### src/logic/csr_cfg.svh
`ifndef CSR_CFG_SVH
`define CSR_CFG_SVH

// machine CSR addresses.
`define CSR_MSTATUS   12'h300
`define CSR_MTVEC     12'h305
`define CSR_MEPC      12'h341
`define CSR_MCAUSE    12'h342
`define CSR_MVENDORID 12'hF11
`define CSR_MARCHID   12'hF12

// values of the read-only identity registers.
`define CSR_VENDOR_ID 32'h7973_7978
`define CSR_ARCH_ID   32'd22060008

// environment call from machine mode.
`define ECALL_CAUSE   32'd11

// request queue depth, equal to the core's request credits after reset.
`define REQ_DEPTH     4

// response credits granted by the core after reset.
`define RSP_CREDITS   2

`endif
### src/logic/csr_pkg.sv
package csr_pkg;

    // operations the core can issue to the machine CSR subsystem.
    // the immediate forms are folded into the register forms by the core.
    typedef enum logic [2:0] {
        CSR_RW    = 3'd0,
        CSR_RS    = 3'd1,
        CSR_RC    = 3'd2,
        CSR_ECALL = 3'd3,
        CSR_MRET  = 3'd4
    } csr_op_t;

    // machine interrupt enable and its previous value saved on trap entry.
    localparam int MSTATUS_MIE  = 3;
    localparam int MSTATUS_MPIE = 7;

endpackage

### src/logic/csr_unit.sv
module csr_unit (
    input  logic             clock,
    input  logic             reset,
    input  logic             req_valid_i,
    input  csr_pkg::csr_op_t req_op_i,
    input  logic [11:0]      req_addr_i,
    input  logic [31:0]      req_wdata_i,
    input  logic [31:0]      req_pc_i,
    output logic             req_credit_o,
    input  logic             rsp_credit_i,
    output logic             rsp_valid_o,
    output logic [31:0]      rsp_rdata_o,
    output logic             rsp_illegal_o,
    output logic             rsp_redirect_o,
    output logic [31:0]      rsp_target_o
);
    import csr_pkg::*;

    logic        q_valid;
    csr_op_t     q_op;
    logic [11:0] q_addr;
    logic [31:0] q_wdata;
    logic [31:0] q_pc;
    logic        q_pop;

    logic [11:0] rd_addr;
    logic [31:0] rd_data;
    logic        rd_known;
    logic        rd_writable;
    logic        wr_en;
    logic [11:0] wr_addr;
    logic [31:0] wr_data;
    logic        trap;
    logic [31:0] trap_pc;
    logic        mret;
    logic [31:0] mtvec;
    logic [31:0] mepc;

    csr_req_queue i_queue (
        .clock       (clock),
        .reset       (reset),
        .req_valid_i (req_valid_i),
        .req_op_i    (req_op_i),
        .req_addr_i  (req_addr_i),
        .req_wdata_i (req_wdata_i),
        .req_pc_i    (req_pc_i),
        .pop_i       (q_pop),
        .valid_o     (q_valid),
        .op_o        (q_op),
        .addr_o      (q_addr),
        .wdata_o     (q_wdata),
        .pc_o        (q_pc),
        .credit_o    (req_credit_o)
    );

    csr_exec i_exec (
        .clock          (clock),
        .reset          (reset),
        .q_valid_i      (q_valid),
        .q_op_i         (q_op),
        .q_addr_i       (q_addr),
        .q_wdata_i      (q_wdata),
        .q_pc_i         (q_pc),
        .q_pop_o        (q_pop),
        .rd_addr_o      (rd_addr),
        .rd_data_i      (rd_data),
        .rd_known_i     (rd_known),
        .rd_writable_i  (rd_writable),
        .wr_en_o        (wr_en),
        .wr_addr_o      (wr_addr),
        .wr_data_o      (wr_data),
        .trap_o         (trap),
        .trap_pc_o      (trap_pc),
        .mret_o         (mret),
        .mtvec_i        (mtvec),
        .mepc_i         (mepc),
        .rsp_credit_i   (rsp_credit_i),
        .rsp_valid_o    (rsp_valid_o),
        .rsp_rdata_o    (rsp_rdata_o),
        .rsp_illegal_o  (rsp_illegal_o),
        .rsp_redirect_o (rsp_redirect_o),
        .rsp_target_o   (rsp_target_o)
    );

    csr_regfile i_regfile (
        .clock         (clock),
        .reset         (reset),
        .rd_addr_i     (rd_addr),
        .rd_data_o     (rd_data),
        .rd_known_o    (rd_known),
        .rd_writable_o (rd_writable),
        .wr_en_i       (wr_en),
        .wr_addr_i     (wr_addr),
        .wr_data_i     (wr_data),
        .trap_i        (trap),
        .trap_pc_i     (trap_pc),
        .mret_i        (mret),
        .mtvec_o       (mtvec),
        .mepc_o        (mepc)
    );

endmodule

### src/logic/csr_exec.sv
`include "csr_cfg.svh"

module csr_exec (
    input  logic             clock,
    input  logic             reset,
    input  logic             q_valid_i,
    input  csr_pkg::csr_op_t q_op_i,
    input  logic [11:0]      q_addr_i,
    input  logic [31:0]      q_wdata_i,
    input  logic [31:0]      q_pc_i,
    output logic             q_pop_o,
    output logic [11:0]      rd_addr_o,
    input  logic [31:0]      rd_data_i,
    input  logic             rd_known_i,
    input  logic             rd_writable_i,
    output logic             wr_en_o,
    output logic [11:0]      wr_addr_o,
    output logic [31:0]      wr_data_o,
    output logic             trap_o,
    output logic [31:0]      trap_pc_o,
    output logic             mret_o,
    input  logic [31:0]      mtvec_i,
    input  logic [31:0]      mepc_i,
    input  logic             rsp_credit_i,
    output logic             rsp_valid_o,
    output logic [31:0]      rsp_rdata_o,
    output logic             rsp_illegal_o,
    output logic             rsp_redirect_o,
    output logic [31:0]      rsp_target_o
);
    import csr_pkg::*;

    localparam int CW = $clog2(`RSP_CREDITS + 1);

    logic [CW-1:0] rsp_credits;
    logic          start;
    logic          is_csr;
    logic          is_ecall;
    logic          is_mret;
    logic          modifies;
    logic          illegal;
    logic [31:0]   new_value;

    assign start    = q_valid_i && (rsp_credits != '0);
    assign is_csr   = (q_op_i == CSR_RW) || (q_op_i == CSR_RS) || (q_op_i == CSR_RC);
    assign is_ecall = (q_op_i == CSR_ECALL);
    assign is_mret  = (q_op_i == CSR_MRET);

    // set or clear with a zero mask leaves the register as it is,
    // so that form is how the core reads a read-only register.
    assign modifies = (q_op_i == CSR_RW) || (q_wdata_i != '0);

    always_comb begin
        if (is_csr) begin
            illegal = !rd_known_i || (modifies && !rd_writable_i);
        end else begin
            illegal = !(is_ecall || is_mret);
        end
    end

    always_comb begin
        case (q_op_i)
            CSR_RS:  new_value = rd_data_i | q_wdata_i;
            CSR_RC:  new_value = rd_data_i & ~q_wdata_i;
            default: new_value = q_wdata_i;
        endcase
    end

    assign q_pop_o   = start;
    assign rd_addr_o = q_addr_i;
    assign wr_addr_o = q_addr_i;
    assign wr_data_o = new_value;
    assign wr_en_o   = start && is_csr && rd_known_i && rd_writable_i;
    assign trap_o    = start && is_ecall;
    assign trap_pc_o = q_pc_i;
    assign mret_o    = start && is_mret;

    always_ff @(posedge clock) begin
        if (reset) begin
            rsp_credits <= CW'(`RSP_CREDITS);
        end else begin
            case ({start, rsp_credit_i})
                2'b10:   rsp_credits <= rsp_credits - 1'b1;
                2'b01:   rsp_credits <= rsp_credits + 1'b1;
                default: rsp_credits <= rsp_credits;
            endcase
        end
    end

    always_ff @(posedge clock) begin
        if (reset) begin
            rsp_valid_o    <= 1'b0;
            rsp_illegal_o  <= 1'b0;
            rsp_redirect_o <= 1'b0;
        end else begin
            rsp_valid_o    <= start;
            rsp_illegal_o  <= start && illegal;
            rsp_redirect_o <= start && (is_ecall || is_mret);
        end
    end

    // the response payload is only meaningful while rsp_valid_o is high.
    always_ff @(posedge clock) begin
        if (start) begin
            rsp_rdata_o  <= (is_csr && !illegal) ? rd_data_i : '0;
            rsp_target_o <= is_ecall ? mtvec_i : mepc_i;
        end
    end

endmodule

### src/logic/csr_regfile.sv
`include "csr_cfg.svh"

module csr_regfile (
    input  logic        clock,
    input  logic        reset,
    input  logic [11:0] rd_addr_i,
    output logic [31:0] rd_data_o,
    output logic        rd_known_o,
    output logic        rd_writable_o,
    input  logic        wr_en_i,
    input  logic [11:0] wr_addr_i,
    input  logic [31:0] wr_data_i,
    input  logic        trap_i,
    input  logic [31:0] trap_pc_i,
    input  logic        mret_i,
    output logic [31:0] mtvec_o,
    output logic [31:0] mepc_o
);
    import csr_pkg::*;

    logic [31:0] mstatus;
    logic [31:0] mtvec;
    logic [31:0] mepc;
    logic [31:0] mcause;

    always_ff @(posedge clock) begin
        if (reset) begin
            mstatus <= '0;
            mtvec   <= '0;
            mepc    <= '0;
            mcause  <= '0;
        end else if (trap_i) begin
            mepc                  <= trap_pc_i;
            mcause                <= `ECALL_CAUSE;
            mstatus[MSTATUS_MPIE] <= mstatus[MSTATUS_MIE];
            mstatus[MSTATUS_MIE]  <= 1'b0;
        end else if (mret_i) begin
            mstatus[MSTATUS_MIE]  <= mstatus[MSTATUS_MPIE];
            mstatus[MSTATUS_MPIE] <= 1'b1;
        end else if (wr_en_i) begin
            // only the writable registers are decoded here.
            case (wr_addr_i)
                `CSR_MSTATUS: mstatus <= wr_data_i;
                `CSR_MTVEC:   mtvec   <= {wr_data_i[31:2], 2'b00};
                `CSR_MEPC:    mepc    <= wr_data_i;
                `CSR_MCAUSE:  mcause  <= wr_data_i;
                default:      mstatus <= mstatus;
            endcase
        end
    end

    // the identity registers are fixed values.
    always_comb begin
        rd_data_o     = '0;
        rd_known_o    = 1'b1;
        rd_writable_o = 1'b1;
        case (rd_addr_i)
            `CSR_MSTATUS: rd_data_o = mstatus;
            `CSR_MTVEC:   rd_data_o = mtvec;
            `CSR_MEPC:    rd_data_o = mepc;
            `CSR_MCAUSE:  rd_data_o = mcause;
            `CSR_MVENDORID: begin
                rd_data_o     = `CSR_VENDOR_ID;
                rd_writable_o = 1'b0;
            end
            `CSR_MARCHID: begin
                rd_data_o     = `CSR_ARCH_ID;
                rd_writable_o = 1'b0;
            end
            default: begin
                rd_known_o    = 1'b0;
                rd_writable_o = 1'b0;
            end
        endcase
    end

    // the trap target and the return address feed the redirect directly.
    assign mtvec_o = mtvec;
    assign mepc_o  = mepc;

endmodule

### src/logic/csr_req_queue.sv
`include "csr_cfg.svh"

module csr_req_queue (
    input  logic             clock,
    input  logic             reset,
    input  logic             req_valid_i,
    input  csr_pkg::csr_op_t req_op_i,
    input  logic [11:0]      req_addr_i,
    input  logic [31:0]      req_wdata_i,
    input  logic [31:0]      req_pc_i,
    input  logic             pop_i,
    output logic             valid_o,
    output csr_pkg::csr_op_t op_o,
    output logic [11:0]      addr_o,
    output logic [31:0]      wdata_o,
    output logic [31:0]      pc_o,
    output logic             credit_o
);
    import csr_pkg::*;

    localparam int PTR_W = (`REQ_DEPTH > 1) ? $clog2(`REQ_DEPTH) : 1;
    localparam int CNT_W = $clog2(`REQ_DEPTH + 1);

    csr_op_t     op_mem    [`REQ_DEPTH];
    logic [11:0] addr_mem  [`REQ_DEPTH];
    logic [31:0] wdata_mem [`REQ_DEPTH];
    logic [31:0] pc_mem    [`REQ_DEPTH];

    logic [PTR_W-1:0] wr_ptr;
    logic [PTR_W-1:0] rd_ptr;
    logic [CNT_W-1:0] count;
    logic             push;
    logic             pop;

    // the core only sends with credit, so a full queue never sees a push.
    assign push = req_valid_i && (count != CNT_W'(`REQ_DEPTH));
    assign pop  = pop_i && valid_o;

    assign valid_o = (count != '0);
    assign op_o    = op_mem[rd_ptr];
    assign addr_o  = addr_mem[rd_ptr];
    assign wdata_o = wdata_mem[rd_ptr];
    assign pc_o    = pc_mem[rd_ptr];

    always_ff @(posedge clock) begin
        if (push) begin
            op_mem[wr_ptr]    <= req_op_i;
            addr_mem[wr_ptr]  <= req_addr_i;
            wdata_mem[wr_ptr] <= req_wdata_i;
            pc_mem[wr_ptr]    <= req_pc_i;
        end
    end

    always_ff @(posedge clock) begin
        if (reset) begin
            wr_ptr   <= '0;
            rd_ptr   <= '0;
            count    <= '0;
            credit_o <= 1'b0;
        end else begin
            if (push) begin
                wr_ptr <= (wr_ptr == PTR_W'(`REQ_DEPTH - 1)) ? '0 : wr_ptr + 1'b1;
            end
            if (pop) begin
                rd_ptr <= (rd_ptr == PTR_W'(`REQ_DEPTH - 1)) ? '0 : rd_ptr + 1'b1;
            end
            case ({push, pop})
                2'b10:   count <= count + 1'b1;
                2'b01:   count <= count - 1'b1;
                default: count <= count;
            endcase
            // one credit goes back to the core for every entry that leaves.
            credit_o <= pop;
        end
    end

endmodule

### config.mk
export PLATFORM = sky130hd
export DESIGN_NAME = csr_unit
export DESIGN_NICKNAME = d
export VERILOG_FILES = /design/src/logic/csr_pkg.sv /design/src/logic/csr_unit.sv /design/src/logic/csr_exec.sv /design/src/logic/csr_regfile.sv /design/src/logic/csr_req_queue.sv
export VERILOG_INCLUDE_DIRS = /design/src /design/src/logic
export SDC_FILE = /design/constraint.sdc
export NUM_CORES = 1
export LEC_CHECK = 0
export BUFFER_PORTS_ARGS = -buffer_cell sky130_fd_sc_hd__buf_2
export CORE_MARGIN = 2
export CORE_UTILIZATION = 65
export CTS_BUF_LIST = sky130_fd_sc_hd__clkbuf_16
export CTS_CLUSTER_DIAMETER = 200
export DETAILED_ROUTE_END_ITERATION = 10
export PLACE_DENSITY = 0.85
export SLEW_MARGIN = 20
export SYNTH_ARGS = -nofsm -noshare
export SYNTH_HDL_FRONTEND = slang
export SYNTH_SLANG_ARGS = --single-unit
### constraint.sdc
create_clock -name clock -period 7.2 [get_ports clock]
set_input_delay 2.16 -clock clock [delete_from_list [all_inputs] [get_ports clock]]
set_output_delay 2.16 -clock clock [all_outputs]
set_load 0.1 [all_outputs]
==> impl_summary.log <==
INFO  metric outcome = finished clean
INFO  metric holdCritStartpoint = i_regfile.mcause[11]$_SDFFE_PP0P_
INFO  metric use_met1 = 45.7%
INFO  metric share_of_layout_cells_above_drive_strength_1 = 25.2%
INFO  metric critical_path_buf_inv_count = 0
INFO  metric fin_skew = 20.2 ps
INFO  metric p_switching = 0.00384 W
INFO  metric worstSetupPathType = reg -> reg
INFO  metric hold_viol = 0
INFO  metric cts.clk_slew.worst_paths = 60 ps
INFO  metric post_synth_and_or_nand_nor_area_fraction = 7.65%
INFO  metric port_buffers = 150
INFO  metric core.rowCount = 65
INFO  metric die_height = 184 µm
INFO  metric category_of_the_worst_setup_path_launch_point = register
INFO  metric layout.cells.non_filler = 1996
INFO  metric route.antenna.remaining_nets = 0
INFO  metric clock_power_share = 26.4%
INFO  metric drcViolationCount = 0
INFO  metric pin_count_of_the_biggest_net_entering_global_routing = 67
INFO  metric wl = 56500 µm
INFO  metric synth-async-reset-ratio = 0%
INFO  metric rsz0062_at_grt = no
INFO  metric cts_post_setup_buffers_inserted = 0
INFO  metric gpl.final_weighted_congestion = 1.00
INFO  metric die-width = 184 µm
INFO  metric fp.coreArea = 31700 µm²
INFO  metric final_critical_delay_including_setup_and_external_delays = 5060 ps
INFO  metric seq_pwr_share = 39.7%
INFO  metric slew_headroom = 25.2%
INFO  metric worst_path_max_delay_cell = nor2b_1
INFO  metric first_pass_iters = 9
INFO  metric dp.cells = 1904
INFO  metric ir_drop = 0.405 mV
INFO  metric tritoncts = done
INFO  metric final.period_utilization = 70.3%
INFO  metric yosys-mux-area-fraction = 9.64%
INFO  metric leakagePower = 7.80 nW
INFO  metric grt_first_pass_wirelength = 84300 µm
INFO  metric slew_viol_final = 0
INFO  metric mapped_nets = 1512
INFO  metric cts_htree_levels = 2
INFO  metric grt_antenna_before_repair = 2
INFO  metric powerDensity = 410 nW/µm²
INFO  metric synthAdderAreaFrac = 0.512%
INFO  metric dieArea = 33800 µm²
INFO  metric detail_route.vias_per_cell = 7.15
INFO  metric totalNegativeSetupSlack = 0 ps
INFO  metric kind_of_cell_adding_the_most_delay_to_the_critical_path = simple AND/OR/NAND/NOR gates
INFO  metric synth.avg_cell_area = 14.8 µm²
INFO  metric syn_inst = 1421
INFO  metric netlist-cell-type-count = 82
INFO  metric worst_path_largest_cell_delay = 940 ps
INFO  metric p_comb_share = 33.9%
INFO  metric ios = 151
INFO  metric critPathMaxFanout = 34
INFO  metric grtUsageMet2 = 52.5%
INFO  metric starting_density = 66.2%
INFO  metric yosys_most_used_dff = edfxtp_1
INFO  metric routed-via-count = 14300
INFO  metric internal_pwr_total = 0.00587 W
INFO  metric critPathArrivalTime = 5420 ps
INFO  metric rrSetupSlack = 2140 ps
INFO  metric grt_usage = 33.8%
INFO  metric final_net_count = 1645
INFO  metric syn_to_final_growth = 12.8%
INFO  metric final_common_cell = edfxtp_1
INFO  metric top_library_cells_by_usage_in_the_layout_fill_and_taps_aside = edfxtp_1, buf_2, dfxtp_1
INFO  metric postSynthRegisterBits = 520
INFO  metric gr-total-overflow = 0
INFO  metric cts_inserted_buffers = 50
INFO  metric main_combinational_cell_family_by_area_after_synthesis = compound AO/OA/AOI/OAI gates
INFO  metric maximum_buffer_depth_of_the_clock_tree = 3
INFO  metric drv.max_cap_violation_count = 0
INFO  metric critical-path-top-cell-by-count = o211ai_2
INFO  metric synth.yosys.seq_area_share = 67.6%
INFO  metric cp-end-kind = register
INFO  metric r2r_end = i_exec.rsp_rdata_o[25]$_SDFFCE_PN0P_
INFO  metric gr-max-usage-layer = met2
INFO  metric synth_enable_flop_cells = 380
INFO  metric dr.first_iter.drc_count = 2243
INFO  metric met3_usage = 8.60%
INFO  metric cts_repair_resize_count = 0
INFO  metric cts_root_buffer = clkbuf_16
INFO  metric clk_latency = 580 ps
INFO  metric wl_per_cell = 28.3 µm
INFO  metric switching_share = 39.5%
INFO  metric timing.hold.ws = 477 ps
INFO  metric worst_hold_path_type = reg -> reg
INFO  metric synth-compound-area-share = 12.1%
INFO  metric grt_pass1_vias = 13900
INFO  metric hold-path-cell-count = 2
INFO  metric yosys.area_share.xor_xnor = 0.208%
INFO  metric holdBufCountCts = 0
INFO  metric hold_path_end = i_regfile.mcause[11]$_SDFFE_PP0P_
INFO  metric worstMarginPinSlew = 1120 ps
INFO  metric timing.critical_path.cells = mux4_2 -> nor2b_1 -> o211ai_2 -> or4_1 -> o211ai_2 -> nand3_2 -> a31oi_1
INFO  metric max_freq = 198 MHz
INFO  metric yosysWarningCount = 0
INFO  metric cts_sinks = 520
INFO  metric setup_violations = 0
INFO  metric netlist_area = 21000 µm²
INFO  metric r2r_cells = 7
INFO  metric dp_hpwl = 34800 µm
INFO  metric crit_required = 7560 ps
worst max path at each step:
stage                     start                                   end  slack (ps)  cells past startpoint
global placement       register  i_exec.rsp_rdata_o[10]$_SDFFCE_PN0P_        2570                      7
floorplan           req_valid_i      i_queue.addr_mem[0][0]$_DFFE_PP_        2700                      1
CTS                    register  i_exec.rsp_rdata_o[13]$_SDFFCE_PN0P_        2320                      7
finish                 register  i_exec.rsp_rdata_o[25]$_SDFFCE_PN0P_        2140                      7
detailed placement     register  i_exec.rsp_rdata_o[25]$_SDFFCE_PN0P_        2390                      7
global route           register   i_exec.rsp_rdata_o[9]$_SDFFCE_PN0P_        2070                      7
power groups by stage:
stage | combinational [W] | sequential, W | clock [W]
after floorplan | 0.00139 | 0.00492 | 0
after global placement | 0.00316 | 0.00389 | 0
final | 0.00329 | 0.00386 | 0.00257
after global routing | 0.00338 | 0.00388 | 0.00269
after detailed placement | 0.00320 | 0.00391 | 0
after CTS | 0.00322 | 0.00385 | 0.00258
flip-flops by register name (all words and copies together), names as in the netlist, named ones only:
signal and count:
i_exec.rsp_target_o 32, i_queue.wr_ptr 2, i_regfile.mstatus 32, i_queue.addr_mem 48, i_regfile.mtvec_o 30, i_exec.rsp_valid_o 1
i_exec.rsp_redirect_o 1, i_regfile.mcause 32, i_queue.rd_ptr 2, i_exec.rsp_illegal_o 1, i_queue.pc_mem 128, i_queue.op_mem 12
i_regfile.mepc_o 32, i_exec.rsp_credits 2, i_queue.count 3, i_exec.rsp_rdata_o 32, i_queue.wdata_mem 128
area by class of cell:
cell class	instances	area [µm²]
clock buffers	51	1280
fillers	1903	8020
well taps	402	503
multi-input cells	796	6380
clock inverters	40	324
repair buffers	177	953
diodes	1	2.50
inverters	9	33.8
flip-flops and latches	520	14200
cell families (layout without fill, tap and decap cells):
family          Yosys count  count (layout)
compound gates          367             367
xor+xnor                  5               5
fa+ha+maj                 8               8
buf+inv                 105             277
flops                   520             520
mux                     105             105
other cells               0               1
simple gates            311             311
cell usage after synthesis, types with 11 or more instances:
cell type | number | area (µm²)
a21oi_1 | 42 | 210
mux4_2 | 75 | 1690
nor3_1 | 11 | 55.1
a31oi_1 | 75 | 469
o21ai_0 | 56 | 280
mux2_2 | 29 | 327
nand2_1 | 83 | 312
nor2_1 | 89 | 334
clkbuf_1 | 59 | 221
nor2b_1 | 13 | 81.3
nand3_1 | 36 | 180
dfxtp_1 | 140 | 2800
edfxtp_1 | 380 | 11400
buf_2 | 24 | 120
a22oi_1 | 59 | 443
o221ai_1 | 14 | 123
a211oi_1 | 43 | 323
worst reg2reg max path, cell delays in order, from the launching register on:
cell	delay [ps]
dfxtp_4	750
mux4_2	650
nor2b_1	950
o211ai_2	520
or4_1	660
o211ai_2	110
nand3_2	730
a31oi_1	480
metal layers:
metal,up-vias,wire (µm)
li1,5961,-
met3,268,7110
met4,0,2890
met2,1172,26000
met1,6876,20500
met5,-,0
metrics by stage:
step | util, % | cell area [µm²] | worst slack (ps) | power (W)
4_1_cts | 74.7 | 23700 | 2320 | 0.00965
3_5_place_dp | 69.6 | 22100 | 2390 | 0.00710
6_report | 74.7 | 23700 | 2140 | 0.00971
3_3_place_gp | 69.6 | 22100 | 2570 | 0.00705
5_1_grt | 74.7 | 23700 | 2070 | 0.00995
2_1_floorplan | - | 21000 | 2700 | 0.00631
Power figures use the tool's default switching activity.
